**src/rv_core_pkg.sv**
```systemverilog
// rv64im core shared types
package rv_core_pkg;

  typedef logic [63:0] xlen_t;
  typedef logic [31:0] inst_t;
  typedef logic [4:0]  reg_idx_t;

  // alu control codes
  typedef enum logic [4:0] {
    ALU_COPY = 5'b00011,
    ALU_ADD  = 5'b00000,
    ALU_SUB  = 5'b01000,
    ALU_SLT  = 5'b00010,
    ALU_SLTU = 5'b01010,
    ALU_XOR  = 5'b00100,
    ALU_AND  = 5'b00111,
    ALU_OR   = 5'b00110,
    ALU_SLL  = 5'b00001,
    ALU_SRL  = 5'b00101,
    ALU_SRA  = 5'b01101,
    ALU_MUL  = 5'b11100,
    ALU_DIV  = 5'b11011,
    ALU_DIVU = 5'b11010,
    ALU_REM  = 5'b11101,
    ALU_REMU = 5'b11001
  } alu_op_e;

  typedef enum logic {
    A_RS1 = 1'b0,
    A_PC  = 1'b1
  } alu_a_sel_e;

  typedef enum logic [1:0] {
    B_RS2  = 2'b00,
    B_IMM  = 2'b01,
    B_FOUR = 2'b10
  } alu_b_sel_e;

  // unsigned compares share the signed codes with bit 3 set
  typedef enum logic [3:0] {
    BR_NONE = 4'b0000,
    BR_JAL  = 4'b0001,
    BR_JALR = 4'b0010,
    BR_BEQ  = 4'b0100,
    BR_BNE  = 4'b0101,
    BR_BLT  = 4'b0110,
    BR_BGE  = 4'b0111,
    BR_BLTU = 4'b1110,
    BR_BGEU = 4'b1111
  } branch_op_e;

  typedef enum logic [2:0] {
    MEM_B  = 3'b000,
    MEM_BU = 3'b001,
    MEM_H  = 3'b010,
    MEM_HU = 3'b011,
    MEM_W  = 3'b100,
    MEM_WU = 3'b101,
    MEM_D  = 3'b110
  } mem_op_e;

  typedef enum logic [1:0] {
    RUN  = 2'b00,
    HALT = 2'b01,
    TRAP = 2'b10
  } core_state_e;

  typedef struct packed {
    alu_op_e    alu_op;
    alu_a_sel_e a_sel;
    alu_b_sel_e b_sel;
    logic       word_cut;
    branch_op_e branch;
    logic       mem_re;
    logic       mem_we;
    mem_op_e    mem_op;
    logic       mem_to_reg;
    logic       reg_we;
    reg_idx_t   rd;
    xlen_t      imm;
  } ctrl_t;

endpackage

```
**src/rv_core_regfile.sv**
```systemverilog
// integer register file
`timescale 1ns/1ns

module rv_core_regfile (
  input  logic                  i_clk,
  input  rv_core_pkg::reg_idx_t i_rs1_idx,
  input  rv_core_pkg::reg_idx_t i_rs2_idx,
  input  rv_core_pkg::reg_idx_t i_rd_idx,
  input  logic                  i_we,
  input  rv_core_pkg::xlen_t    i_wdata,
  output rv_core_pkg::xlen_t    o_rs1,
  output rv_core_pkg::xlen_t    o_rs2
);
  import rv_core_pkg::*;

  // x0 has no storage
  xlen_t regs [1:31];

  always_ff @(posedge i_clk) begin
    if (i_we && (i_rd_idx != 5'd0)) begin
      regs[i_rd_idx] <= i_wdata;
    end
  end

  assign o_rs1 = (i_rs1_idx == 5'd0) ? '0 : regs[i_rs1_idx];
  assign o_rs2 = (i_rs2_idx == 5'd0) ? '0 : regs[i_rs2_idx];

endmodule

```
**config.mk**
```make
export PLATFORM = sky130hd
export DESIGN_NAME = rv_core_regfile
export DESIGN_NICKNAME = d
export VERILOG_FILES = /design/src/rv_core_pkg.sv /design/src/rv_core_regfile.sv
export SDC_FILE = /design/constraint.sdc
export NUM_CORES = 2
export LEC_CHECK = 0
export BUFFER_PORTS_ARGS = -buffer_cell sky130_fd_sc_hd__buf_4
export CORE_MARGIN = 3
export CORE_UTILIZATION = 45
export CTS_CLUSTER_DIAMETER = 30
export CTS_CLUSTER_SIZE = 25
export DETAILED_ROUTE_END_ITERATION = 8
export SLEW_MARGIN = 20
export SYNTH_ARGS = -nofsm -noshare
export SYNTH_HDL_FRONTEND = slang
export SYNTH_SLANG_ARGS = --single-unit
```
**constraint.sdc**
```tcl
create_clock -name i_clk -period 11.9 [get_ports i_clk]
set_input_delay 2.38 -clock i_clk [delete_from_list [all_inputs] [get_ports i_clk]]
set_output_delay 2.38 -clock i_clk [all_outputs]
set_load 0.01 [all_outputs]
```
==> out/results.txt <==
outcome -> finished clean
cts bufs inserted -> 441
routed vias/inst -> 6.718
kind of cell adding the most delay to the critical path -> buffers and inverters
Worst Max-Slew Pin Slew -> 1305 ps
wire length per cell -> 35.97 um
Yosys warnings -> 0
Final setup viols -> 0
global-route wire length before repair -> 448300 um
Syn Inst Count -> 5541
Total Routing Usage GR -> 29.83%
CTS tree -> done
via count -> 59980
crit end category -> output port
fin. max-slew vios -> 0
RSZ-0062 raised after global routing -> false
post-synthesis cell type count -> 37
CP Launch Type -> primary input
CP dominant cell by count -> buf_4
Hold Path Origin -> i_wdata[15]
total grt overflow -> 0
ys async rst share -> 0%
critical path arrival -> 6020 ps
placed cell area -> 97180 um2
Critical Path, Cell by Cell -> buf_8 > nor2b_4 > buf_4 > a22oi_1 > a21oi_1 > a211oi_1 > a31oi_1 > buf_4
Slew headroom -> 13.01%
WHS -> 1805 ps
Min-Delay Endpoint -> regs[20][15]
Root Buffer -> clkbuf_16
vias in the first global route -> 59490
final net count -> 5965
Worst VDD drop -> 0.1694 mV
CP bufs+invs -> 3
max reg flops -> 1984
Die Area -> 211800 um2
most frequent cells in the layout -> edfxtp_1, mux2i_1, clkbuf_16, mux4_2, a22oi_1
Max stage delay on crit path -> 970 ps
design area -> 111900 um2
Area Overhead vs Synth -> 20.54%
clk sink count -> 1984
share of cells above drive strength 1 -> 25.07%
Initial Util -> 45.29%
Die Height -> 460.2 um
total wire length -> 321100 um
Area contributors post-synth -> edfxtp_1, mux2i_1, mux4_2
number of antenna violations at the first check in global routing -> 12
MaxCap Viol Count -> 0
fmax -> 119.1 MHz
final period utilization -> 70.57%
setup tns final -> 0 ps
leakage -> 39.36 nW
largest net degree at the start of global routing -> 104
worst-path maximum fanout -> 49
GRT met3 Usage -> 6.033%
area of the core -> 205000 um2
PwrDens -> 190.0 nW/um2
port bufs -> 208
Tmin final -> 8398 ps
leading register cell type out of synthesis -> edfxtp_1
Final ANT Viol Nets -> 0
first-pass iteration count of the detailed router -> 8
post-synthesis net count -> 5622
DRT iter0 DRCs -> 7610
clk slew on worst S/H paths -> 50 ps
die width -> 460.2 um
htree depth -> 5
#FFs+latches synth -> 1984
M2 GR Usage -> 46.41%
area of the mapped netlist -> 92850 um2
Max clock buf depth -> 4
Regs by FF count -> regs x1984
hold bufs inserted after CTS -> 0
WS Path Type -> primary input to output port
Most flops, register -> regs
DP HPWL -> 163700 um
Post-CTS Resized -> 0
worst hold path stage count -> 1
# IOs -> 209
Mapped Avg Cell Area -> 16.76 um2
top cell type's share of synthesized area -> 64.16%
met1 GRT Util -> 40.57%
dpl ws -> 3631 ps
Hold Fails Final Rpt -> 0
sequential-to-total area share from yosys stat -> 64.16%
GP Congestion -> 0.7966
Worst path slowest cell -> nor2b_4
GRT busiest layer -> met2
row count -> 166
commonest non-fill, non-tap cell in the layout -> edfxtp_1
worst endpoint required time -> 9520 ps
Tightest Hold Check Type -> primary input to flop
Post-synth EDFFs -> 1984
DRC -> 0
post-CTS setup buffers -> 0
worst setup margin -> 3502 ps
area leader, netlist -> edfxtp_1
==> cell usage after synthesis, drive strengths merged, types with 2 or more instances <==
master	number
nand3	2
a22oi	368
nand2	226
nor2b	39
nor2	137
nand2b	2
o21ai	64
o221ai	36
clkbuf	206
a21oi	164
a32o	63
mux2	28
mux2i	1080
nor3	38
and2	5
or3b	3
a211oi	128
mux4	440
nand3b	5
a211o	32
a21o	32
edfxtp	1984
a221oi	28
or3	3
a31oi	64
a22o	109
buf	251
==> routing by layer <==
layer / wire, um / vias up / part of all wire [%]
met2: 148800 / 3672 / 46
met1: 126200 / 31660 / 39
li1: - / 23910 / -
met4: 15140 / 6 / 4.7
met5: 36 / - / 0.011
met3: 30970 / 734 / 9.6
==> cell families (layout without fill, tap and decap cells) <==
family / count (synthesis) / in the layout / synth area share (%)
and+or+nand+nor: 461 / 461 / 2.098
buffers and inverters: 458 / 1151 / 2.505
AOI/OAI and AO/OA: 1090 / 1090 / 8.580
muxes: 1548 / 1548 / 22.65
DFF: 1984 / 1984 / 64.16
other: 0 / 6 / 0
==> layout make-up <==
type	instances	area (um2)
timing repair buffer	357	2973
tap	2688	3363
multi-input combinational	3099	31320
fill	15900	93080
sequential	1984	59580
inverter	1	3.754
clock buffer	495	11340
antenna	6	15.01
clock inverter	298	3328
==> worst max path at each step <==
stage | from | to | slack [ps] | depth (start not counted)
floorplan | i_rs2_idx[0] | o_rs2[17] | 5600 | 7
global placement | i_rs2_idx[1] | o_rs2[24] | 3590 | 8
detailed placement | i_rs2_idx[1] | o_rs2[24] | 3630 | 8
CTS | i_rs2_idx[1] | o_rs2[24] | 3600 | 8
global route | i_rs2_idx[1] | o_rs2[24] | 3480 | 8
finish | i_rs2_idx[1] | o_rs2[24] | 3500 | 8
==> per-stage QoR <==
step,power [W],utilization [%],instances
3_3_place_gp,0.009395,47.39,8126
3_5_place_dp,0.009403,47.40,8127
6_report,0.02127,54.60,8928
2_1_floorplan,0.008790,-,5541
4_1_cts,0.02133,54.56,8920
5_1_grt,0.02180,54.59,8927
==> power breakdown <==
| group | switching [W] | internal (W) | total [W] |
|---|---|---|---|
| Clock | 0.00379 | 0.00817 | 0.0120 |
| Sequential | 0.0000357 | 0.00780 | 0.00784 |
| Combinational | 0.000933 | 0.000534 | 0.00147 |
Note: power is estimated with default switching activity, not from simulation.
