--- src/rv_core_pkg.sv ---
// rv64im core shared types
package rv_core_pkg;

  typedef logic [63:0] xlen_t;
  typedef logic [31:0] inst_t;
  typedef logic [4:0]  reg_idx_t;

  // alu control codes
  typedef enum logic [4:0] {
    ALU_COPY = 5'b00011,
    ALU_ADD  = 5'b00000,
    ALU_SUB  = 5'b01000,
    ALU_SLT  = 5'b00010,
    ALU_SLTU = 5'b01010,
    ALU_XOR  = 5'b00100,
    ALU_AND  = 5'b00111,
    ALU_OR   = 5'b00110,
    ALU_SLL  = 5'b00001,
    ALU_SRL  = 5'b00101,
    ALU_SRA  = 5'b01101,
    ALU_MUL  = 5'b11100,
    ALU_DIV  = 5'b11011,
    ALU_DIVU = 5'b11010,
    ALU_REM  = 5'b11101,
    ALU_REMU = 5'b11001
  } alu_op_e;

  typedef enum logic {
    A_RS1 = 1'b0,
    A_PC  = 1'b1
  } alu_a_sel_e;

  typedef enum logic [1:0] {
    B_RS2  = 2'b00,
    B_IMM  = 2'b01,
    B_FOUR = 2'b10
  } alu_b_sel_e;

  // unsigned compares share the signed codes with bit 3 set
  typedef enum logic [3:0] {
    BR_NONE = 4'b0000,
    BR_JAL  = 4'b0001,
    BR_JALR = 4'b0010,
    BR_BEQ  = 4'b0100,
    BR_BNE  = 4'b0101,
    BR_BLT  = 4'b0110,
    BR_BGE  = 4'b0111,
    BR_BLTU = 4'b1110,
    BR_BGEU = 4'b1111
  } branch_op_e;

  typedef enum logic [2:0] {
    MEM_B  = 3'b000,
    MEM_BU = 3'b001,
    MEM_H  = 3'b010,
    MEM_HU = 3'b011,
    MEM_W  = 3'b100,
    MEM_WU = 3'b101,
    MEM_D  = 3'b110
  } mem_op_e;

  typedef enum logic [1:0] {
    RUN  = 2'b00,
    HALT = 2'b01,
    TRAP = 2'b10
  } core_state_e;

  typedef struct packed {
    alu_op_e    alu_op;
    alu_a_sel_e a_sel;
    alu_b_sel_e b_sel;
    logic       word_cut;
    branch_op_e branch;
    logic       mem_re;
    logic       mem_we;
    mem_op_e    mem_op;
    logic       mem_to_reg;
    logic       reg_we;
    reg_idx_t   rd;
    xlen_t      imm;
  } ctrl_t;

endpackage

--- src/rv_core_pc.sv ---
// program counter
`timescale 1ns/1ns

module rv_core_pc #(
  parameter rv_core_pkg::xlen_t RESET_PC = '0
) (
  input  logic               i_clk,
  input  logic               i_rst_n,
  input  rv_core_pkg::ctrl_t i_ctrl,
  input  rv_core_pkg::xlen_t i_rs1,
  input  logic               i_zero,
  input  logic               i_less,
  input  logic               i_retire,
  output rv_core_pkg::xlen_t o_pc
);
  import rv_core_pkg::*;

  xlen_t pc;
  xlen_t base;
  xlen_t next_pc;
  logic  take;

  always_comb begin
    case (i_ctrl.branch)
      BR_JAL, BR_JALR:   take = 1'b1;
      BR_BEQ:            take = i_zero;
      BR_BNE:            take = !i_zero;
      BR_BLT, BR_BLTU:   take = i_less;
      BR_BGE, BR_BGEU:   take = !i_less;
      default:           take = 1'b0;
    endcase
  end

  assign base = (i_ctrl.branch == BR_JALR) ? i_rs1 : pc;

  always_comb begin
    next_pc = base + (take ? i_ctrl.imm : 64'd4);
    // jalr target has bit 0 cleared
    if (i_ctrl.branch == BR_JALR) begin
      next_pc[0] = 1'b0;
    end
  end

  always_ff @(posedge i_clk) begin
    if (!i_rst_n) begin
      pc <= RESET_PC;
    end else if (i_retire) begin
      pc <= next_pc;
    end
  end

  assign o_pc = pc;

endmodule

--- config.mk ---
export PLATFORM = sky130hd
export DESIGN_NAME = rv_core_pc
export DESIGN_NICKNAME = d
export VERILOG_FILES = /design/src/rv_core_pkg.sv /design/src/rv_core_pc.sv
export SDC_FILE = /design/constraint.sdc
export NUM_CORES = 1
export LEC_CHECK = 0
export CAP_MARGIN = 5
export CORE_AREA = 2 2 158 160
export CTS_BUF_LIST = sky130_fd_sc_hd__clkbuf_2 sky130_fd_sc_hd__clkbuf_4 sky130_fd_sc_hd__clkbuf_8
export CTS_CLUSTER_SIZE = 12
export DETAILED_ROUTE_END_ITERATION = 10
export DIE_AREA = 0 0 160 162
export DONT_BUFFER_PORTS = 1
export PLACE_DENSITY = 0.51
export REMOVE_ABC_BUFFERS = 1
export SYNTH_ARGS = -nofsm -noshare
export SYNTH_HDL_FRONTEND = slang
export SYNTH_SLANG_ARGS = --single-unit
export TNS_END_PERCENT = 20
--- constraint.sdc ---
create_clock -name i_clk -period 12.79 [get_ports i_clk]
set_input_delay 1.279 -clock i_clk [delete_from_list [all_inputs] [get_ports i_clk]]
set_output_delay 1.279 -clock i_clk [all_outputs]
set_load 0.005 [all_outputs]
==> out/results.ini, run 1 <==
[outcome]
status=completed

[synth]
synth_top_family_by_area=compound AO/OA/AOI/OAI gates
synth_compound_area_share_pct=22.0
synth_top_area_share_pct=17.8
dominantRegCellSynth=dfxtp_1
synthMuxAreaShare_pct=15.5
synth-edff-count=0
synth_xor_xnor_area_share_pct=7.54
synth_cells=872
netlist_area_um2=7200
synth.distinct_cells=80
yosys.area_share.adder_pct=11.4
seq_area_frac_synth_pct=17.8
synth_top_cell_by_area=dfxtp_1
synth-async-reset-ratio_pct=0
ys_ff_latch=64
avgSynthCellArea_um2=8.26
yosysWarnings=0
synthTopCellsByArea=dfxtp_1, ha_1, mux2_2
synthSimpleGateAreaFrac_pct=20.7

[finish]
nets=1062
n_antenna_cell=0
final_cell_mix=a21oi_1, and2_1, ha_1, dfxtp_1, mux2_2
final_common_cell=a21oi_1
areaGrowthSynthToFinish_pct=5.16
drive_gt1_share_pct=12.9
fin_area_um2=7580
largest_register_ffs=64

[power_and_ir_drop]
ir_drop_mv=0.0409
powerDensity_nw_per_um2=89.0
p_leak_nw=3.27

[global_routing]
grt-ovfl-total=0
grt_max_degree=69
grt_usage_pct=16.7
grt_pass1_vias=6163
antenna_found_initial=0
grt_pass1_wl_mm=34.3

[setup_path]
worstPathRequired_ns=13.04
crit_end=o_pc[34]
r2r_start=o_pc[0]
critPathSlowestCell=buf_4
setup.worst_path.start=i_ctrl[76]
crit_chain=nor4b_2, buf_4, mux2_2, ha_1, fa_1, a21o_1, a221oi_2, o21ai_1, a41oi_2, o21ai_2, a31oi_1, o21bai_1, a21boi_2, o21bai_1, and3_1, or4_1
end_kind=flop
max_stage_delay_ns=0.50
path_buf_inv=1
r2r-end=o_pc[34]
r2r_setup_slack_ns=8.68
crit_top_cell=o21bai_1
critPathArrivalTime_ns=5.86
cp_num_cells=16
crit_fanout=39
path_class=input port to flop
critPathTopFamily=compound AO/OA/AOI/OAI gates
start_kind=input port
r2r_cells=14

[timing]
period_needed_ns=5.61
fin_crit_sh_pct=43.9
relSlewSlack_pct=57.0
rsz0062_at_grt=false
fin_worst_skew_ns=0.0113
max_freq_mhz=178
worst_pin_slew_ns=0.645
fin_ws_ns=7.18
hold_viol=0
final_max_slew_viol_count=0
setup_viol=0
tns_ns=0

[clocking]
cts_buffer_depth=2
cts_hold_buf=0
cts_tree=done
cts-root-buf=clkbuf_8
cts_setup_buffers=0
cts_resized=0
cts_inserted_buffers=9
clk_pin_slew_ns=0.08
h-tree-depth=3
cts_sinks=64
clk_latency_ns=0.37

[job]
drv_cap=0

[route]
firstDrtPassIters=5
drt-vias-per-instance=5.24
vias=6121
wl_mm=21.9
wl_met3_mm=1.21
drc=0
wl_met1_mm=10.0
drt_iter0_drc=301
dr.max_layer_used=met4
drtAntennaViolNets=0
wl_met2_mm=10.5
wire_per_inst_um=18.8

[min_path]
hold_path_class=flop to flop
min_path_cells=2

[floorplan]
dieArea_um2=25900
io_pins=222
start_util_pct=29.9
die-height_um=162
core_area_um2=24100
die_w_um=160
rows=57

[placement]
dp_slack_ns=6.74
port_buffers=0
place_congestion=0.841
placed_area_um2=7370
dpl.hpwl_mm=16.8

[stage by stage]
stage          total power, W  util (%)  hold WS (ns)  std cells
2_1_floorplan        0.000429         -         0.452        824
3_3_place_gp         0.000483      30.6         0.496       1152
3_5_place_dp         0.000484      30.6         0.499       1152
4_1_cts              0.000689      31.4         0.511       1168
5_1_grt              0.000724      31.4         0.523       1168
6_report             0.000675      31.4         0.504       1168
[worst reg2reg max path, delay by kind of cell, from the launching register on]
family / cells / cell delay, ns
AOI/OAI and AO/OA: 9 / 2.07
muxes: 1 / 0.27
DFF: 1 / 0.34
and+or+nand+nor: 2 / 0.66
adders and majority gates: 2 / 0.65
[per-layer routing]
| metal | GRT usage, % | vias up |
|---|---|---|
| met1 | 21.5 | 2858 |
| li1 | - | 3073 |
| met5 | 0 | - |
| met4 | 3.19 | 0 |
| met2 | 29.0 | 175 |
| met3 | 3.50 | 15 |
[where the power goes]
| part | switching, W | internal (W) |
|---|---|---|
| registers | 0.0000205 | 0.000218 |
| logic | 0.000133 | 0.000108 |
| clock network | 0.0000915 | 0.000105 |
[cell usage after synthesis (all sizes together) (3+ instances only)]
library cell,count
mux2,63
and4,3
dfxtp,64
a211oi,6
o211a,3
mux2i,41
nand2b,6
clkbuf,36
o21bai,18
o21ai,47
nor2b,54
buf,9
a41oi,5
a21o,32
a221oi,3
nand4,15
nor3,4
a21oi,83
and3,7
clkdlybuf4s15,3
xor2,16
nor4b,3
nand3,14
nor2,29
xnor2,46
ha,64
a31oi,5
o31ai,4
o21a,7
o211ai,5
nand2,57
inv,20
and2,68
[layout make-up]
| type | count | area, um2 |
|---|---|---|
| Tap cell | 324 | 405 |
| Timing Repair Buffer | 4 | 30.0 |
| Inverter | 21 | 78.8 |
| Clock buffer | 13 | 166 |
| Fill cell | 2708 | 16500 |
| Clock inverter | 3 | 40.0 |
| Sequential cell | 64 | 1280 |
| Multi-Input combinational cell | 739 | 5570 |
[worst min-delay path by stage]
stage             start        to  slack (ns)
3_5_place_dp   o_pc[60]  o_pc[60]        0.50
2_1_floorplan  o_pc[35]  o_pc[35]        0.45
4_1_cts        o_pc[60]  o_pc[60]        0.51
6_report       o_pc[60]  o_pc[60]        0.50
3_3_place_gp   o_pc[60]  o_pc[60]        0.50
5_1_grt        o_pc[60]  o_pc[60]        0.52
[kinds of logic after synthesis]
group           Yosys count
compound gates          238
xor+xnor                 62
fa+ha+maj                65
buf+inv                  69
flops                    64
mux                     104
simple gates            270
Power figures use the tool's default switching activity.
==> run 2, diff against run 1 <==
--- a/config.mk
+++ b/config.mk
@@ -12,7 +12,7 @@
 export DETAILED_ROUTE_END_ITERATION = 10
 export DIE_AREA = 0 0 160 162
 export DONT_BUFFER_PORTS = 1
-export PLACE_DENSITY = 0.51
+export PLACE_DENSITY = 0.53
 export REMOVE_ABC_BUFFERS = 1
 export SYNTH_ARGS = -nofsm -noshare
 export SYNTH_HDL_FRONTEND = slang
==> constraint.sdc (replaced) <==
create_clock -name i_clk -period 4.6 [get_ports i_clk]
set_input_delay 0.46 -clock i_clk [delete_from_list [all_inputs] [get_ports i_clk]]
set_output_delay 0.46 -clock i_clk [all_outputs]
set_load 0.005 [all_outputs]
==> run 2 against run 1 <==
  * First-iteration DRC count up 1.0%
  * Total power rose to 2.8 times the previous value
  * Global-route usage up 0.11 points
  * Sequential power rose to 2.8 times the previous value
  * Critical path type unchanged
  * Critical endpoint unchanged
  * Largest cell class unchanged
  * Largest power group unchanged
==> out/results.ini, run 2 (synthesis gave the netlist of run 1 again) <==
[setup_path]
end_kind=flop
critPathArrivalTime_ns=4.35
crit_end=o_pc[34]
r2r_cells=14
worstPathRequired_ns=4.84
crit_fanout=17
r2r_start=o_pc[0]
path_class=input port to flop
setup.worst_path.start=i_ctrl[76]
r2r-end=o_pc[34]
start_kind=input port
r2r_setup_slack_ns=0.77

[timing]
whs_ns=0.207
relSlewSlack_pct=64.7
rsz0062_at_grt=false
fin_crit_sh_pct=89.2
fin_worst_skew_ns=0.0100
worst_pin_slew_ns=0.525
max_freq_mhz=244
hold_viol=0
fin_ws_ns=0.495
period_needed_ns=4.11
final_max_slew_viol_count=0
setup_viol=0

[clocking]
cts-root-buf=clkbuf_8
h-tree-depth=3
cts_buffer_depth=2
cts_inserted_buffers=9
cts_tree=done
cts_setup_buffers=0
cts_sinks=64
clk_latency_ns=0.37
clk_pin_slew_ns=0.08
cts_resized=0
cts_hold_buf=0

[finish]
register_area_um2=1280
drive_gt1_share_pct=16.7
areaGrowthSynthToFinish_pct=9.90
nets=1101
fin_area_um2=7920
final_cell_mix=a21oi_1, and2_1, ha_1, dfxtp_1, mux2_2
final_common_cell=a21oi_1
multi_input_area_um2=5570
largest_register_ffs=64
fillers=2632

[route]
wire_per_inst_um=18.3
firstDrtPassIters=4
drt-vias-per-instance=5.15
drc=0
drtAntennaViolNets=0
drt_iter0_drc=304
wl_mm=22.1
vias=6240

[placement]
dp_slack_ns=0.0572
placed_area_um2=7700
dpl.hpwl_mm=17.2
place_congestion=0.867
port_buffers=0

[floorplan]
core_area_um2=24100
io_pins=222
start_util_pct=29.9
die_w_um=160
rows=57
die-height_um=162
dieArea_um2=25900

[power_and_ir_drop]
p_total_w=0.00192
p_leak_nw=3.48
powerDensity_nw_per_um2=243
ir_drop_mv=0.142

[global_routing]
grt_pass1_wl_mm=34.6
grt-ovfl-total=0
grt_pass1_vias=6334
grt_max_degree=69
grt_usage_pct=16.8
antenna_found_initial=8

[job]
drv_cap=0

[outcome]
status=completed

[min_path]
hold_path_class=input port to flop

[run 2: changes by cell type in the layout (fill, tap and decap cells not counted)]
cell,previous run,this run
clkbuf_4,2,0
buf_4,4,40
buf_12,0,3
clkbuf_8,11,12
diode_2,0,5
[run 2: through the flow]
stage	std cells	setup TNS [ns]	utilization, %
global route	1208	0	32.8
CTS	1206	0	32.8
global placement	1191	0	31.9
finish	1211	0	32.8
floorplan	824	-353.05	-
detailed placement	1191	0	31.9
[run 2: worst min path at each step]
stage / startpoint / end / slack [ns] / cells after the start
2_1_floorplan: o_pc[35] / o_pc[35] / 0.45 / 2
3_5_place_dp: o_pc[60] / o_pc[60] / 0.50 / 2
5_1_grt: i_retire / o_pc[63] / 0.18 / 1
4_1_cts: i_retire / o_pc[63] / 0.17 / 1
6_report: i_retire / o_pc[63] / 0.21 / 1
3_3_place_gp: o_pc[56] / o_pc[56] / 0.50 / 2
[run 2: cell type report]
type	instances	area share [%]
antenna	5	0.158
clock buffer	12	2.09
clock inverter	3	0.506
inverter	21	0.996
multi-input combinational	739	70.4
sequential	64	16.2
tap	324	5.12
timing repair buffer	43	4.55
[run 2: metal layers]
metal	track usage, %	part of all wire (%)
met1	20.7	45
met4	3.11	0.67
met5	0	0.23
met2	29.2	48
met3	5.11	6.5
[run 2: critical path: stages]
cell	delay, ns
nor4b_2	0.26
buf_4	0.19
buf_12	0.16
mux2_2	0.37
fa_1	0.47
a21o_1	0.23
a221oi_2	0.34
o21ai_1	0.18
a41oi_2	0.21
o21ai_2	0.09
a31oi_1	0.28
o21bai_1	0.17
a21boi_2	0.18
o21bai_1	0.09
and3_1	0.16
or4_1	0.50
[run 2: report_power, final]
group | switching, W | internal, W
Combinational | 0.000370 | 0.000340
Sequential | 0.0000574 | 0.000605
Clock | 0.000258 | 0.000291
