[src/rv_core_pkg.sv]
// rv64im core shared types
package rv_core_pkg;

  typedef logic [63:0] xlen_t;
  typedef logic [31:0] inst_t;
  typedef logic [4:0]  reg_idx_t;

  // alu control codes
  typedef enum logic [4:0] {
    ALU_COPY = 5'b00011,
    ALU_ADD  = 5'b00000,
    ALU_SUB  = 5'b01000,
    ALU_SLT  = 5'b00010,
    ALU_SLTU = 5'b01010,
    ALU_XOR  = 5'b00100,
    ALU_AND  = 5'b00111,
    ALU_OR   = 5'b00110,
    ALU_SLL  = 5'b00001,
    ALU_SRL  = 5'b00101,
    ALU_SRA  = 5'b01101,
    ALU_MUL  = 5'b11100,
    ALU_DIV  = 5'b11011,
    ALU_DIVU = 5'b11010,
    ALU_REM  = 5'b11101,
    ALU_REMU = 5'b11001
  } alu_op_e;

  typedef enum logic {
    A_RS1 = 1'b0,
    A_PC  = 1'b1
  } alu_a_sel_e;

  typedef enum logic [1:0] {
    B_RS2  = 2'b00,
    B_IMM  = 2'b01,
    B_FOUR = 2'b10
  } alu_b_sel_e;

  // unsigned compares share the signed codes with bit 3 set
  typedef enum logic [3:0] {
    BR_NONE = 4'b0000,
    BR_JAL  = 4'b0001,
    BR_JALR = 4'b0010,
    BR_BEQ  = 4'b0100,
    BR_BNE  = 4'b0101,
    BR_BLT  = 4'b0110,
    BR_BGE  = 4'b0111,
    BR_BLTU = 4'b1110,
    BR_BGEU = 4'b1111
  } branch_op_e;

  typedef enum logic [2:0] {
    MEM_B  = 3'b000,
    MEM_BU = 3'b001,
    MEM_H  = 3'b010,
    MEM_HU = 3'b011,
    MEM_W  = 3'b100,
    MEM_WU = 3'b101,
    MEM_D  = 3'b110
  } mem_op_e;

  typedef enum logic [1:0] {
    RUN  = 2'b00,
    HALT = 2'b01,
    TRAP = 2'b10
  } core_state_e;

  typedef struct packed {
    alu_op_e    alu_op;
    alu_a_sel_e a_sel;
    alu_b_sel_e b_sel;
    logic       word_cut;
    branch_op_e branch;
    logic       mem_re;
    logic       mem_we;
    mem_op_e    mem_op;
    logic       mem_to_reg;
    logic       reg_we;
    reg_idx_t   rd;
    xlen_t      imm;
  } ctrl_t;

endpackage

[src/rv_core_lsu.sv]
// load/store lanes and write-back select
`timescale 1ns/1ns

module rv_core_lsu (
  input  rv_core_pkg::ctrl_t i_ctrl,
  input  logic               i_retire,
  input  rv_core_pkg::xlen_t i_addr,
  input  rv_core_pkg::xlen_t i_rs2,
  input  rv_core_pkg::xlen_t i_rdata,
  input  rv_core_pkg::xlen_t i_alu_result,
  output rv_core_pkg::xlen_t o_dmem_addr,
  output rv_core_pkg::xlen_t o_dmem_wdata,
  output logic               o_dmem_we,
  output logic [7:0]         o_dmem_wmask,
  output logic               o_dmem_re,
  output rv_core_pkg::xlen_t o_wb_data
);
  import rv_core_pkg::*;

  logic [2:0] off;
  xlen_t      lane_h, lane_w;
  logic [7:0] lane_b;
  xlen_t      load_data;

  assign off = i_addr[2:0];

  // low offset bits below the access size are ignored
  always_comb begin
    case (i_ctrl.mem_op)
      MEM_B, MEM_BU: begin
        o_dmem_wdata = {8{i_rs2[7:0]}};
        o_dmem_wmask = 8'h01 << off;
      end
      MEM_H, MEM_HU: begin
        o_dmem_wdata = {4{i_rs2[15:0]}};
        o_dmem_wmask = 8'h03 << {off[2:1], 1'b0};
      end
      MEM_W, MEM_WU: begin
        o_dmem_wdata = {2{i_rs2[31:0]}};
        o_dmem_wmask = 8'h0f << {off[2], 2'b00};
      end
      default: begin
        o_dmem_wdata = i_rs2;
        o_dmem_wmask = 8'hff;
      end
    endcase
  end

  assign lane_b = i_rdata[{off, 3'b000} +: 8];
  assign lane_h = i_rdata >> {off[2:1], 4'b0000};
  assign lane_w = i_rdata >> {off[2], 5'b00000};

  always_comb begin
    case (i_ctrl.mem_op)
      MEM_B:   load_data = {{56{lane_b[7]}}, lane_b};
      MEM_BU:  load_data = {56'b0, lane_b};
      MEM_H:   load_data = {{48{lane_h[15]}}, lane_h[15:0]};
      MEM_HU:  load_data = {48'b0, lane_h[15:0]};
      MEM_W:   load_data = {{32{lane_w[31]}}, lane_w[31:0]};
      MEM_WU:  load_data = {32'b0, lane_w[31:0]};
      default: load_data = i_rdata;
    endcase
  end

  assign o_dmem_addr = i_addr;
  assign o_dmem_we   = i_ctrl.mem_we && i_retire;
  assign o_dmem_re   = i_ctrl.mem_re;
  assign o_wb_data   = i_ctrl.mem_to_reg ? load_data : i_alu_result;

endmodule

[config.mk]
export PLATFORM = sky130hd
export DESIGN_NAME = rv_core_lsu
export DESIGN_NICKNAME = d
export VERILOG_FILES = /design/src/rv_core_pkg.sv /design/src/rv_core_lsu.sv
export SDC_FILE = /design/constraint.sdc
export NUM_CORES = 1
export LEC_CHECK = 0
export ABC_CLOCK_PERIOD_IN_PS = 2500
export BUFFER_PORTS_ARGS = -buffer_cell sky130_fd_sc_hd__buf_2
export CAP_MARGIN = 20
export CORE_AREA = 2 2 212 214
export DETAILED_ROUTE_END_ITERATION = 12
export DIE_AREA = 0 0 214 216
export GPL_TIMING_DRIVEN = 0
export MAX_ROUTING_LAYER = met4
export PLACE_DENSITY_LB_ADDON = 0.3
export SLEW_MARGIN = 20
export SYNTH_ARGS = -nofsm -noshare
export SYNTH_HDL_FRONTEND = slang
export SYNTH_SLANG_ARGS = --single-unit
[constraint.sdc]
create_clock -name vclk -period 2.5
set_clock_uncertainty 0.1 [all_clocks]
set_input_delay 0.125 -clock vclk [all_inputs]
set_output_delay 0.125 -clock vclk [all_outputs]
set_load 0.03 [all_outputs]
==> out/qor.csv, run 1 <==
metric,value,unit
cp_data_arrival_time,2.10,ns
grt_pass1_vias,6273,
slowest_delay,0.48,ns
drive_gt1_frac,0.548,
multiInputGateArea,0.00292,mm²
coreArea,0.0438,mm²
ant_nets,0,
synth_cells,620,
crit_type,input pin to output port,
syn_to_final_growth,74.4,%
rsz0062_at_grt,false,
cp_slowest_cell,a211oi_1,
hold_class,input pin to output port,
max_slew.worst_pin.slew,0.743,ns
cp_cell_sequence,buf_2 > nand2b_1 > a211oi_1 > nor4_4 > a21oi_4 > buf_4 > a31oi_1 > buf_2,
ys_seq_area_frac,0,
num-clock-buffers,0,
dp_cells,1613,
fp.dieW,214,µm
grt.total_usage,0.147,
cp_top_family,compound AO/OA/AOI/OAI gates,
wire_per_inst,21.8,µm
vias_per_cell,3.83,
portBuffers,401,
layout.cells.non_filler,1626,
cp_data_required_time,2.28,ns
drv_slew,0,
cp-start-kind,input pin,
cp.buffers_inverters,3,
drt_wl_total,35400,µm
endpoint,o_wb_data[42],
vias,6234,
crit_path_end_kind,output port,
synth_area_per_cell,6.14,µm²
grt_start_max_net_pins,11,
fin_total_pwr,1.86,mW
leakage,3.32,nW
synth.net_count,966,
worst-path-stages,8,
cp_max_fo,10,
die-area,0.0462,mm²
core.rowCount,77,
max_freq,429,MHz
register_area,0,µm²
final_cell_mix,"417 x buf_2, 95 x nand2_1, 85 x buf_4",
maxSlewHeadroom,0.505,
final_nets,1371,
setup-violations-final,0,
maxCapViolations,0,
chipHeight,216,µm
dr.pass1.iters,4,
seq_cell_count,0,
grt_pass1_wl,47300,µm
final_common_cell,buf_2,
ir_drop,0.0991,mV
start_util,0.0868,
yosys_warnings,0,
cpMostUsedCell,buf_2,
dp_hpwl,30700,µm
antenna_found_initial,14,
drt_iter0_markers,314,
final_util,0.151,
ys_types,43,
p_per_area,281,mW/mm²
drc,0,
min_period,2.33,ns
finalHoldViolCount,0,
nFillCells,5173,
io_pins,548,
outcome,finished clean,
synthesis.area,0.00381,mm²
gp_congestion,0.876,
gr-total-overflow,0,
crit_path_start,i_addr[1],
fin_crit_sh,0.931,
-- metrics by stage --
stage	setup slack, ns	hold slack, ns	setup TNS [ns]	cell area (µm²)
after floorplan	0.535	0.282	0	3810
after global placement	-0.569	0.402	-9.41	6550
final	0.171	0.400	0	6640
after global routing	0.0619	0.404	0	6640
after detailed placement	-0.560	0.401	-9.27	6550
after CTS	0.00664	0.402	0	6570
-- cell type report --
type | count | share of cell area
inverter | 23 | 0.0130
tap | 592 | 0.112
timing repair buffer | 403 | 0.307
antenna | 11 | 0.00415
multi-input combinational | 470 | 0.440
buffer | 127 | 0.125
-- power by group --
group | leakage (nW) | switching (mW) | internal, mW
Clock | 0.0000697 | 0 | 0.000000591
Sequential | 0 | 0 | 0
Combinational | 3.32 | 1.25 | 0.613
Total | 3.32 | 1.25 | 0.613
-- cells by family after synthesis --
| family | Yosys count | synth area share |
|---|---|---|
| AOI/OAI and AO/OA | 169 | 0.293 |
| and+or+nand+nor | 229 | 0.258 |
| buffers and inverters | 150 | 0.236 |
| muxes | 72 | 0.213 |
-- synthesized netlist by cell type, types with 2 or more instances --
library cell	instances	share of area
nand2_1	95	0.094
o31ai_4	2	0.011
o21a_1	3	0.0059
clkbuf_1	24	0.024
a211oi_1	14	0.028
a221oi_1	5	0.012
inv_1	21	0.021
o2bb2ai_1	7	0.016
a31oi_1	39	0.064
buf_4	84	0.17
buf_1	2	0.0020
nor2_2	3	0.0049
buf_2	17	0.022
o211ai_1	4	0.0079
nand3_1	9	0.012
o221ai_1	3	0.0069
mux2_2	27	0.080
nand2b_1	6	0.0099
mux4_2	4	0.024
nor2_1	84	0.083
a21oi_1	41	0.054
o22ai_1	15	0.025
o22ai_2	2	0.0066
nor2b_1	5	0.0082
nor3_1	15	0.020
a22oi_1	4	0.0079
and2_1	5	0.0082
o21ai_0	24	0.032
or3b_2	2	0.0046
and3_1	2	0.0033
mux2i_1	40	0.11
-- worst min path at each step --
| stage | from | end | slack, ns | cells past startpoint |
|---|---|---|---|---|
| 3_3_place_gp | i_addr[22] | o_dmem_addr[22] | 0.40 | 2 |
| 2_1_floorplan | i_addr[0] | o_dmem_addr[0] | 0.28 | 1 |
| 5_1_grt | i_addr[33] | o_dmem_addr[33] | 0.40 | 2 |
| 6_report | i_addr[35] | o_dmem_addr[35] | 0.40 | 2 |
| 4_1_cts | i_addr[60] | o_dmem_addr[60] | 0.40 | 2 |
| 3_5_place_dp | i_addr[47] | o_dmem_addr[47] | 0.40 | 2 |
-- metal layers --
layer,vias up,track usage,share of wire,wire (µm)
met1,2848,0.161,0.38,13600
met2,396,0.275,0.52,18400
met5,-,-,0,0
met3,47,0.0235,0.069,2440
li1,2943,-,-,-
met4,0,0.0394,0.029,1040
-- repair_timing --
action,4_1_cts,5_1_grt
endpoints found under the setup margin,51,14
setup buffers,0,2
pin swaps,0,1
hold endpoints to repair,0,0
hold buffers,0,0
gates resized for setup,8,11
Note: power is estimated with default switching activity, not from simulation.
==> run 2: changes to the inputs <==
--- a/config.mk
+++ b/config.mk
@@ -14,6 +14,7 @@
 export GPL_TIMING_DRIVEN = 0
 export MAX_ROUTING_LAYER = met4
 export PLACE_DENSITY_LB_ADDON = 0.3
+export RECOVER_POWER = 50
 export SLEW_MARGIN = 20
 export SYNTH_ARGS = -nofsm -noshare
 export SYNTH_HDL_FRONTEND = slang
==> run 2 against run 1 <==
Worst setup slack improved by 0.011 ns. First-iteration DRC count rose by 5.1%. Via count rose by 0.14%. Critical path depth did not move. Cell area fell by 1.6%. Sequential cell count did not move. Final cell count did not move. Critical path type unchanged. Highest routed layer unchanged.
==> out/qor.csv, run 2 (synthesis gave the netlist of run 1 again) <==
metric,value,unit,change
outcome,finished clean,,
vias,6243,,+0.14%
drt_iter0_markers,330,,+5.1%
ir_drop,0.0988,mV,-0.34%
layout.cells.non_filler,1626,,unchanged
leakage,3.08,nW,-7.1%
final_cell_mix,"330 x buf_2, 103 x clkbuf_1, 95 x nand2_1",,
cp_data_required_time,2.28,ns,about the same
grt_pass1_wl,47300,µm,unchanged
fin_crit_sh,0.927,,-0.00428
placed_cell_area,0.00655,mm²,unchanged
final_common_cell,buf_2,,
rsz0062_at_grt,false,,
max_freq,431,MHz,+0.46%
dp_hpwl,30700,µm,unchanged
syn_to_final_growth,71.5,%,
cp_slowest_cell,a211oi_1,,
whs,0.451,ns,+0.0511 ns
drc,0,,unchanged
wire_per_inst,21.8,µm,about the same
num-clock-buffers,0,,unchanged
setup-violations-final,0,,unchanged
portBuffers,401,,unchanged
nFillCells,5217,,+0.85%
maxSlewHeadroom,0.501,,-0.00390
drive_gt1_frac,0.460,,-0.0880
coreArea,0.0438,mm²,unchanged
seq_cell_count,0,,unchanged
dr.pass1.iters,5,,+1
hold_buffers,0,,unchanged
vias_per_cell,3.84,,+0.14%
die-area,0.0462,mm²,unchanged
drt_wl_total,35500,µm,about the same
final_nets,1371,,unchanged
max_slew.worst_pin.slew,0.749,ns,+0.00585 ns
cp_cell_sequence,buf_2 > nand2b_1 > a211oi_1 > nor4_4 > buf_4 > a211oi_1 > a21oi_1 > buf_2,,
min_period,2.32,ns,-0.0107 ns
fp.dieW,214,µm,unchanged
chipHeight,216,µm,unchanged
gp_congestion,0.876,,unchanged
dp_cells,1613,,unchanged
crit_path_end_kind,output port,,
slowest_delay,0.48,ns,about the same
p_per_area,282,mW/mm²,+0.53%
fin_total_pwr,1.84,mW,-1.1%
core.rowCount,77,,unchanged
crit_type,input pin to output port,,
grt.total_usage,0.147,,unchanged
register_area,0,µm²,unchanged
ant_nets,0,,unchanged
maxCapViolations,0,,unchanged
finalHoldViolCount,0,,unchanged
grt_start_max_net_pins,11,,unchanged
antenna_found_initial,14,,unchanged
gr-total-overflow,0,,unchanged
cp_data_arrival_time,2.09,ns,about the same
drv_slew,0,,unchanged
start_util,0.0868,,unchanged
cp-start-kind,input pin,,
post-route-cell-area,0.00653,mm²,-1.6%
io_pins,548,,unchanged
hold_class,input pin to output port,,
cp_max_fo,10,,unchanged
grt_pass1_vias,6273,,unchanged
==> run 2: cell count changes in the layout (fill, tap and decap cells not counted) <==
| cell | previous run | this run |
|---|---|---|
| mux2_2 | 27 | 23 |
| clkbuf_1 | 16 | 103 |
| mux2_1 | 0 | 4 |
| buf_2 | 417 | 330 |
| buf_1 | 1 | 0 |
| clkbuf_2 | 8 | 9 |
==> run 2: through the flow <==
stage / setup TNS (ns) / util / worst slack [ns]
after global placement: -9.41 / 0.150 / -0.569
after detailed placement: -9.27 / 0.150 / -0.560
after CTS: 0 / 0.150 / 0.00664
after global routing: 0 / 0.149 / 0.0615
final: 0 / 0.149 / 0.182
after floorplan: 0 / - / 0.535
==> run 2: layer usage <==
metal / GRT usage / vias to the layer above / wire length [µm]
met5: - / - / 0
met4: 0.0394 / 0 / 1030
met3: 0.0235 / 47 / 2200
met2: 0.275 / 405 / 18300
met1: 0.161 / 2847 / 13900
li1: - / 2944 / -
==> run 2: power by group <==
part,switching (mW),total (mW),internal (mW)
clock network,0,0.000000591,0.000000591
logic,1.25,1.84,0.589
registers,0,0,0
==> run 2: cell type report <==
type / count / area, µm² / area share
repair buffers: 403 / 1930 / 0.295
well taps: 592 / 741 / 0.113
plain buffers: 127 / 830 / 0.127
inverters: 23 / 86.3 / 0.0132
multi-input cells: 470 / 2920 / 0.447
diodes: 11 / 27.5 / 0.00422
==> run 2: critical path: cells and delay by family <==
kind                   cells  cell delay (ns)
AO/OA/AOI/OAI              3             1.01
buffers and inverters      3             0.57
AND/OR/NAND/NOR            2             0.38
==> run 2: worst paths after layout <==
kind	startpoint	to	slack [ns]	cells past startpoint
worst max-delay path	i_addr[1]	o_wb_data[11]	0.18	8
worst min-delay path	i_addr[53]	o_dmem_addr[53]	0.45	2
==> run 2: timing repair <==
action                                  CTS  global route
endpoints found under the setup margin   51            14
endpoints found under the hold margin     0             0
gates resized for setup                   8            11
pin swaps                                 0             1
setup buffers                             0             2
