==> src/rv_core_pkg.sv <==
// rv64im core shared types
package rv_core_pkg;

  typedef logic [63:0] xlen_t;
  typedef logic [31:0] inst_t;
  typedef logic [4:0]  reg_idx_t;

  // alu control codes
  typedef enum logic [4:0] {
    ALU_COPY = 5'b00011,
    ALU_ADD  = 5'b00000,
    ALU_SUB  = 5'b01000,
    ALU_SLT  = 5'b00010,
    ALU_SLTU = 5'b01010,
    ALU_XOR  = 5'b00100,
    ALU_AND  = 5'b00111,
    ALU_OR   = 5'b00110,
    ALU_SLL  = 5'b00001,
    ALU_SRL  = 5'b00101,
    ALU_SRA  = 5'b01101,
    ALU_MUL  = 5'b11100,
    ALU_DIV  = 5'b11011,
    ALU_DIVU = 5'b11010,
    ALU_REM  = 5'b11101,
    ALU_REMU = 5'b11001
  } alu_op_e;

  typedef enum logic {
    A_RS1 = 1'b0,
    A_PC  = 1'b1
  } alu_a_sel_e;

  typedef enum logic [1:0] {
    B_RS2  = 2'b00,
    B_IMM  = 2'b01,
    B_FOUR = 2'b10
  } alu_b_sel_e;

  // unsigned compares share the signed codes with bit 3 set
  typedef enum logic [3:0] {
    BR_NONE = 4'b0000,
    BR_JAL  = 4'b0001,
    BR_JALR = 4'b0010,
    BR_BEQ  = 4'b0100,
    BR_BNE  = 4'b0101,
    BR_BLT  = 4'b0110,
    BR_BGE  = 4'b0111,
    BR_BLTU = 4'b1110,
    BR_BGEU = 4'b1111
  } branch_op_e;

  typedef enum logic [2:0] {
    MEM_B  = 3'b000,
    MEM_BU = 3'b001,
    MEM_H  = 3'b010,
    MEM_HU = 3'b011,
    MEM_W  = 3'b100,
    MEM_WU = 3'b101,
    MEM_D  = 3'b110
  } mem_op_e;

  typedef enum logic [1:0] {
    RUN  = 2'b00,
    HALT = 2'b01,
    TRAP = 2'b10
  } core_state_e;

  typedef struct packed {
    alu_op_e    alu_op;
    alu_a_sel_e a_sel;
    alu_b_sel_e b_sel;
    logic       word_cut;
    branch_op_e branch;
    logic       mem_re;
    logic       mem_we;
    mem_op_e    mem_op;
    logic       mem_to_reg;
    logic       reg_we;
    reg_idx_t   rd;
    xlen_t      imm;
  } ctrl_t;

endpackage

==> src/rv_core_decoder.sv <==
// instruction decode and run state
`timescale 1ns/1ns

module rv_core_decoder (
  input  logic               i_clk,
  input  logic               i_rst_n,
  input  rv_core_pkg::inst_t i_inst,
  output rv_core_pkg::ctrl_t o_ctrl,
  output logic               o_retire,
  output logic               o_halted,
  output logic               o_trapped
);
  import rv_core_pkg::*;

  localparam logic [6:0] OPC_LUI    = 7'b0110111;
  localparam logic [6:0] OPC_AUIPC  = 7'b0010111;
  localparam logic [6:0] OPC_JAL    = 7'b1101111;
  localparam logic [6:0] OPC_JALR   = 7'b1100111;
  localparam logic [6:0] OPC_BRANCH = 7'b1100011;
  localparam logic [6:0] OPC_LOAD   = 7'b0000011;
  localparam logic [6:0] OPC_STORE  = 7'b0100011;
  localparam logic [6:0] OPC_IMM    = 7'b0010011;
  localparam logic [6:0] OPC_IMM32  = 7'b0011011;
  localparam logic [6:0] OPC_OP     = 7'b0110011;
  localparam logic [6:0] OPC_OP32   = 7'b0111011;
  localparam logic [6:0] OPC_SYSTEM = 7'b1110011;
  localparam inst_t      INST_EBREAK = 32'h0010_0073;

  core_state_e state;
  ctrl_t       ctrl;
  logic        illegal;
  logic        ebreak;
  logic [6:0]  opcode;
  logic [6:0]  funct7;
  logic [2:0]  funct3;
  xlen_t       imm_i, imm_s, imm_b, imm_u, imm_j;

  function automatic alu_op_e int_op(input logic [2:0] f3, input logic alt);
    case (f3)
      3'b000:  int_op = alt ? ALU_SUB : ALU_ADD;
      3'b001:  int_op = ALU_SLL;
      3'b010:  int_op = ALU_SLT;
      3'b011:  int_op = ALU_SLTU;
      3'b100:  int_op = ALU_XOR;
      3'b101:  int_op = alt ? ALU_SRA : ALU_SRL;
      3'b110:  int_op = ALU_OR;
      default: int_op = ALU_AND;
    endcase
  endfunction

  // mulh variants are not in the op set and decode as illegal
  function automatic alu_op_e mul_op(input logic [2:0] f3);
    case (f3)
      3'b100:  mul_op = ALU_DIV;
      3'b101:  mul_op = ALU_DIVU;
      3'b110:  mul_op = ALU_REM;
      3'b111:  mul_op = ALU_REMU;
      default: mul_op = ALU_MUL;
    endcase
  endfunction

  assign opcode = i_inst[6:0];
  assign funct3 = i_inst[14:12];
  assign funct7 = i_inst[31:25];

  assign imm_i = {{52{i_inst[31]}}, i_inst[31:20]};
  assign imm_s = {{52{i_inst[31]}}, i_inst[31:25], i_inst[11:7]};
  assign imm_b = {{51{i_inst[31]}}, i_inst[31], i_inst[7], i_inst[30:25], i_inst[11:8], 1'b0};
  assign imm_u = {{32{i_inst[31]}}, i_inst[31:12], 12'b0};
  assign imm_j = {{43{i_inst[31]}}, i_inst[31], i_inst[19:12], i_inst[20], i_inst[30:21], 1'b0};

  always_comb begin
    ctrl.alu_op     = ALU_ADD;
    ctrl.a_sel      = A_RS1;
    ctrl.b_sel      = B_IMM;
    ctrl.word_cut   = 1'b0;
    ctrl.branch     = BR_NONE;
    ctrl.mem_re     = 1'b0;
    ctrl.mem_we     = 1'b0;
    ctrl.mem_op     = MEM_D;
    ctrl.mem_to_reg = 1'b0;
    ctrl.reg_we     = 1'b0;
    ctrl.rd         = i_inst[11:7];
    ctrl.imm        = imm_i;
    illegal         = 1'b0;
    ebreak          = 1'b0;
    case (opcode)
      OPC_LUI: begin
        ctrl.alu_op = ALU_COPY;
        ctrl.imm    = imm_u;
        ctrl.reg_we = 1'b1;
      end
      OPC_AUIPC: begin
        ctrl.a_sel  = A_PC;
        ctrl.imm    = imm_u;
        ctrl.reg_we = 1'b1;
      end
      // link value pc + 4 comes out of the alu
      OPC_JAL, OPC_JALR: begin
        ctrl.a_sel  = A_PC;
        ctrl.b_sel  = B_FOUR;
        ctrl.reg_we = 1'b1;
        ctrl.branch = (opcode == OPC_JAL) ? BR_JAL : BR_JALR;
        ctrl.imm    = (opcode == OPC_JAL) ? imm_j : imm_i;
        illegal     = (opcode == OPC_JALR) && (funct3 != 3'b000);
      end
      OPC_BRANCH: begin
        ctrl.b_sel = B_RS2;
        ctrl.imm   = imm_b;
        case (funct3)
          3'b000:  ctrl.branch = BR_BEQ;
          3'b001:  ctrl.branch = BR_BNE;
          3'b100:  ctrl.branch = BR_BLT;
          3'b101:  ctrl.branch = BR_BGE;
          3'b110:  ctrl.branch = BR_BLTU;
          3'b111:  ctrl.branch = BR_BGEU;
          default: illegal = 1'b1;
        endcase
        ctrl.alu_op = funct3[2] ? (funct3[1] ? ALU_SLTU : ALU_SLT) : ALU_SUB;
      end
      OPC_LOAD: begin
        ctrl.mem_re     = 1'b1;
        ctrl.mem_to_reg = 1'b1;
        ctrl.reg_we     = 1'b1;
        case (funct3)
          3'b000:  ctrl.mem_op = MEM_B;
          3'b001:  ctrl.mem_op = MEM_H;
          3'b010:  ctrl.mem_op = MEM_W;
          3'b011:  ctrl.mem_op = MEM_D;
          3'b100:  ctrl.mem_op = MEM_BU;
          3'b101:  ctrl.mem_op = MEM_HU;
          3'b110:  ctrl.mem_op = MEM_WU;
          default: illegal = 1'b1;
        endcase
      end
      OPC_STORE: begin
        ctrl.mem_we = 1'b1;
        ctrl.imm    = imm_s;
        case (funct3)
          3'b000:  ctrl.mem_op = MEM_B;
          3'b001:  ctrl.mem_op = MEM_H;
          3'b010:  ctrl.mem_op = MEM_W;
          3'b011:  ctrl.mem_op = MEM_D;
          default: illegal = 1'b1;
        endcase
      end
      OPC_IMM: begin
        ctrl.reg_we = 1'b1;
        ctrl.alu_op = int_op(funct3, (funct3 == 3'b101) && i_inst[30]);
        if (funct3 == 3'b001) begin
          illegal = i_inst[31:26] != 6'b000000;
        end else if (funct3 == 3'b101) begin
          illegal = (i_inst[31:26] != 6'b000000) && (i_inst[31:26] != 6'b010000);
        end
      end
      OPC_IMM32: begin
        ctrl.reg_we   = 1'b1;
        ctrl.word_cut = 1'b1;
        ctrl.alu_op   = int_op(funct3, (funct3 == 3'b101) && i_inst[30]);
        case (funct3)
          3'b000:  illegal = 1'b0;
          3'b001:  illegal = funct7 != 7'b0000000;
          3'b101:  illegal = (funct7 != 7'b0000000) && (funct7 != 7'b0100000);
          default: illegal = 1'b1;
        endcase
      end
      OPC_OP, OPC_OP32: begin
        ctrl.b_sel    = B_RS2;
        ctrl.reg_we   = 1'b1;
        ctrl.word_cut = opcode == OPC_OP32;
        if (funct7 == 7'b0000001) begin
          ctrl.alu_op = mul_op(funct3);
          illegal     = (funct3 != 3'b000) && !funct3[2];
        end else begin
          ctrl.alu_op = int_op(funct3, funct7[5]);
          if (funct7 == 7'b0100000) begin
            illegal = (funct3 != 3'b000) && (funct3 != 3'b101);
          end else if (funct7 != 7'b0000000) begin
            illegal = 1'b1;
          end else if (opcode == OPC_OP32) begin
            illegal = (funct3 != 3'b000) && (funct3 != 3'b001) && (funct3 != 3'b101);
          end
        end
      end
      OPC_SYSTEM: begin
        ebreak  = i_inst == INST_EBREAK;
        illegal = i_inst != INST_EBREAK;
      end
      default: illegal = 1'b1;
    endcase
    // ebreak and illegal instructions leave no trace
    if (illegal || ebreak) begin
      ctrl.branch = BR_NONE;
      ctrl.mem_re = 1'b0;
      ctrl.mem_we = 1'b0;
      ctrl.reg_we = 1'b0;
    end
  end

  always_ff @(posedge i_clk) begin
    if (!i_rst_n) begin
      state <= RUN;
    end else if (state == RUN) begin
      if (illegal) begin
        state <= TRAP;
      end else if (ebreak) begin
        state <= HALT;
      end
    end
  end

  assign o_ctrl    = ctrl;
  assign o_retire  = state == RUN;
  assign o_halted  = state == HALT;
  assign o_trapped = state == TRAP;

endmodule

==> config.mk <==
export PLATFORM = sky130hd
export DESIGN_NAME = rv_core_decoder
export DESIGN_NICKNAME = d
export VERILOG_FILES = /design/src/rv_core_pkg.sv /design/src/rv_core_decoder.sv
export SDC_FILE = /design/constraint.sdc
export NUM_CORES = 1
export LEC_CHECK = 0
export BUFFER_PORTS_ARGS = -buffer_cell sky130_fd_sc_hd__buf_2
export CAP_MARGIN = 10
export CORE_ASPECT_RATIO = 0.9
export CORE_UTILIZATION = 38
export DETAILED_ROUTE_END_ITERATION = 8
export PLACE_DENSITY = 0.83
export SETUP_SLACK_MARGIN = 0.02
export SYNTH_ARGS = -nofsm -noshare
export SYNTH_HDL_FRONTEND = slang
export SYNTH_SLANG_ARGS = --single-unit
==> constraint.sdc <==
create_clock -name i_clk -period 2.2 [get_ports i_clk]
set_input_delay 0.22 -clock i_clk [delete_from_list [all_inputs] [get_ports i_clk]]
set_output_delay 0.22 -clock i_clk [all_outputs]
set_load 0.03 [all_outputs]
==> reports/results.ini <==
[drt]
drcViolationCount = 0
initialDrtViolationCount = 113
route.vias.total = 1876
routed_wl_um = 4665
antenna_left = 0
firstDrtPassIters = 4
routedWlPerCell_um = 13.52
vias_per_cell = 5.438

[synth]
syn_area_per_cell_um2 = 6.499
syn_nets = 240
yosysWarningCount = 0
async_flop_share = 0
syn-cell-area_um2 = 1339
yosysSeqAreaShare = 0.02991
ys_seq_elements = 2
synth-main-ff-cell = dfxtp_1
synth_cells = 206
synthDistinctLibCells = 49
synth_edf_count = 0

[sta]
holdWs_ns = 0.2150
setup_viol = 5
fin_crit_sh = 1.048
slew_viol_final = 0
maxSlewHeadroom = 0.5751
tightest_slew_ns = 0.6351
rsz0062_at_grt = true
skew_ns = 0.005974
max_freq_ghz = 0.4335
hold_viol = 0
timing.final.ws_setup_ns = -0.1066
period_needed_ns = 2.307

[pwr]
switching_share = 0.5316
p_per_area_nw_per_um2 = 326.0
combPwrFrac = 0.693
clkPwrFrac = 0.244
p_seq_frac = 0.063
irDropWorstVdd_mv = 0.4830
intPower_mw = 0.2929
leakage_nw = 1.090
p_sw_mw = 0.3324

[clocking]
clkTransAtPathRegs_ns = 0.03
hold_buffers = 0
clock_latency_ns = 0.22
clockRootBuffer = clkbuf_8
cts_tree = built
htree_levels = 1
cts_buffer_depth = 2
clock_sinks = 2
cts_buffers = 3

[setup_path]
path_max_fanout = 3
worstPathCellList = buf_6, or4_4, a211o_1, o311ai_2, nand4_2, nor4_2, buf_4
path_class = in -> out
critPathMaxStageDelay_ns = 0.55
end_kind = output port
critPathArrivalTime_ns = 2.09
crit_required_ns = 1.98
slowest_stage = or4_4
cp-start-kind = input port

[grt]
track_usage = 0.2303
grt-ovfl-total = 0
grt_pass1_wl_um = 6879
grt_pass1_vias = 1470
antenna_found_initial = 0
grt_max_degree = 34

[cells_and_area]
top_register = state
drive_gt1_frac = 0.5116
antennaDiodeCount = 0
final_common_cell = buf_2
syn2layout_area_growth_pct = 43.27
largestRegisters = state: 2 flops
fillers = 324
final_net_count = 337
postLayoutCoreUtil = 0.5678
final_cell_mix = 120 x buf_2, 20 x a21o_1, 18 x buf_4
largest_reg_flops = 2
stdcell_area_um2 = 1918

[floorplan]
die_area_um2 = 3765
io_pins = 126
rows = 20
fp.dieW_um = 64.57
core_um2 = 3378
initial_core_util = 0.3963
fp.dieH_um = 58.31

[place]
dp_hpwl_um = 3553
gp_congestion = 0.9086
portBuffers = 125
dpl_cell_area_um2 = 1802

[status]
status = finished with violations
violations = setup timing

[min_path]
hold_class = in -> reg

[run]
max-cap-violations = 0

[final timing paths]
path	from	to	slack [ns]	depth (start not counted)
hold / removal	i_rst_n	state[0]	0.21	2
setup reg to reg	state[1]	state[1]	0.92	4
setup / recovery	i_inst[27]	o_ctrl[77]	-0.11	7
hold reg to reg	state[0]	state[0]	0.50	1
[metrics by stage]
stage / power [mW] / TNS, ns / setup slack, ns / cells
2_1_floorplan: 0.3593 / -0.3710 / -0.1672 / 206
3_3_place_gp: 0.4559 / -0.2027 / -0.08625 / 338
3_5_place_dp: 0.4594 / -0.3485 / -0.1451 / 338
4_1_cts: 0.6216 / -0.1639 / -0.07517 / 341
5_1_grt: 0.6664 / -0.8721 / -0.1623 / 345
6_report: 0.6253 / -0.2552 / -0.1066 / 345
[cells in the mapped netlist (2+ instances only)]
cell      count  area, um^2
nor3_1        9       45.04
buf_2         3       15.01
a22o_1        5       43.79
nand4_1       2       12.51
nor4b_1       3       26.28
mux2i_1       2       20.02
nor4_1        4       25.02
nor2b_1      10       62.56
nand2b_1      3       18.77
inv_1         9       33.78
buf_4        38       285.3
clkbuf_1      8       30.03
nand3_1       9       45.04
o221ai_1      2       17.52
and3_1        3       18.77
a21oi_1       7       35.03
nor2_1       14       52.55
a211oi_1      2       15.01
o21ai_0       8       40.04
dfxtp_1       2       40.04
and2_1        4       25.02
nand3b_1      2       15.01
nand2_1      12       45.04
a21o_1       20       150.1
[critical path: cells and delay by family]
family	cells	cell delay [ns]
and+or+nand+nor	3	1.03
buffers and inverters	2	0.30
AOI/OAI and AO/OA	2	0.53
[cell type report]
type | count | area, um^2 | area share
clock buffer | 3 | 41.29 | 0.02153
tap | 44 | 55.05 | 0.02870
multi-input combinational | 145 | 967.2 | 0.5042
inverter | 9 | 33.78 | 0.01761
sequential | 2 | 40.04 | 0.02087
timing repair buffer | 142 | 780.7 | 0.4070
[kinds of logic (layout without fill, tap and decap cells)]
family                   after synthesis  after routing  share of synthesized area
flip-flops                             2              2                    0.02991
adder cells (fa/ha/maj)                1              1                   0.007477
buffers and inverters                 59            154                     0.2748
multiplexers                           2              2                    0.01495
AND/OR/NAND/NOR                       80             80                     0.3290
AO/OA/AOI/OAI                         62             62                     0.3439
[power by group through the flow]
stage / Sequential, mW / Combinational, mW / Clock (mW)
global route: 0.0396 / 0.463 / 0.164
detailed placement: 0.0397 / 0.420 / 0
finish: 0.0394 / 0.434 / 0.152
CTS: 0.0392 / 0.423 / 0.159
global placement: 0.0396 / 0.416 / 0
floorplan: 0.0393 / 0.320 / 0
[layer usage]
layer	up-vias	track usage	part of all wire
met5	-	0	0
met4	0	0.09524	0.012
met3	6	0.03488	0.092
met2	117	0.3774	0.49
met1	846	0.3032	0.41
li1	907	-	-
[repair_timing]
action | CTS | global route
endpoints found under the hold margin | 0 | 0
setup endpoints to repair | 5 | 12
setup buffers | 0 | 3
resized for setup | 5 | 4
cloned | 0 | 1
pin swaps | 2 | 4
No activity file was read; power rests on OpenSTA's default activity.
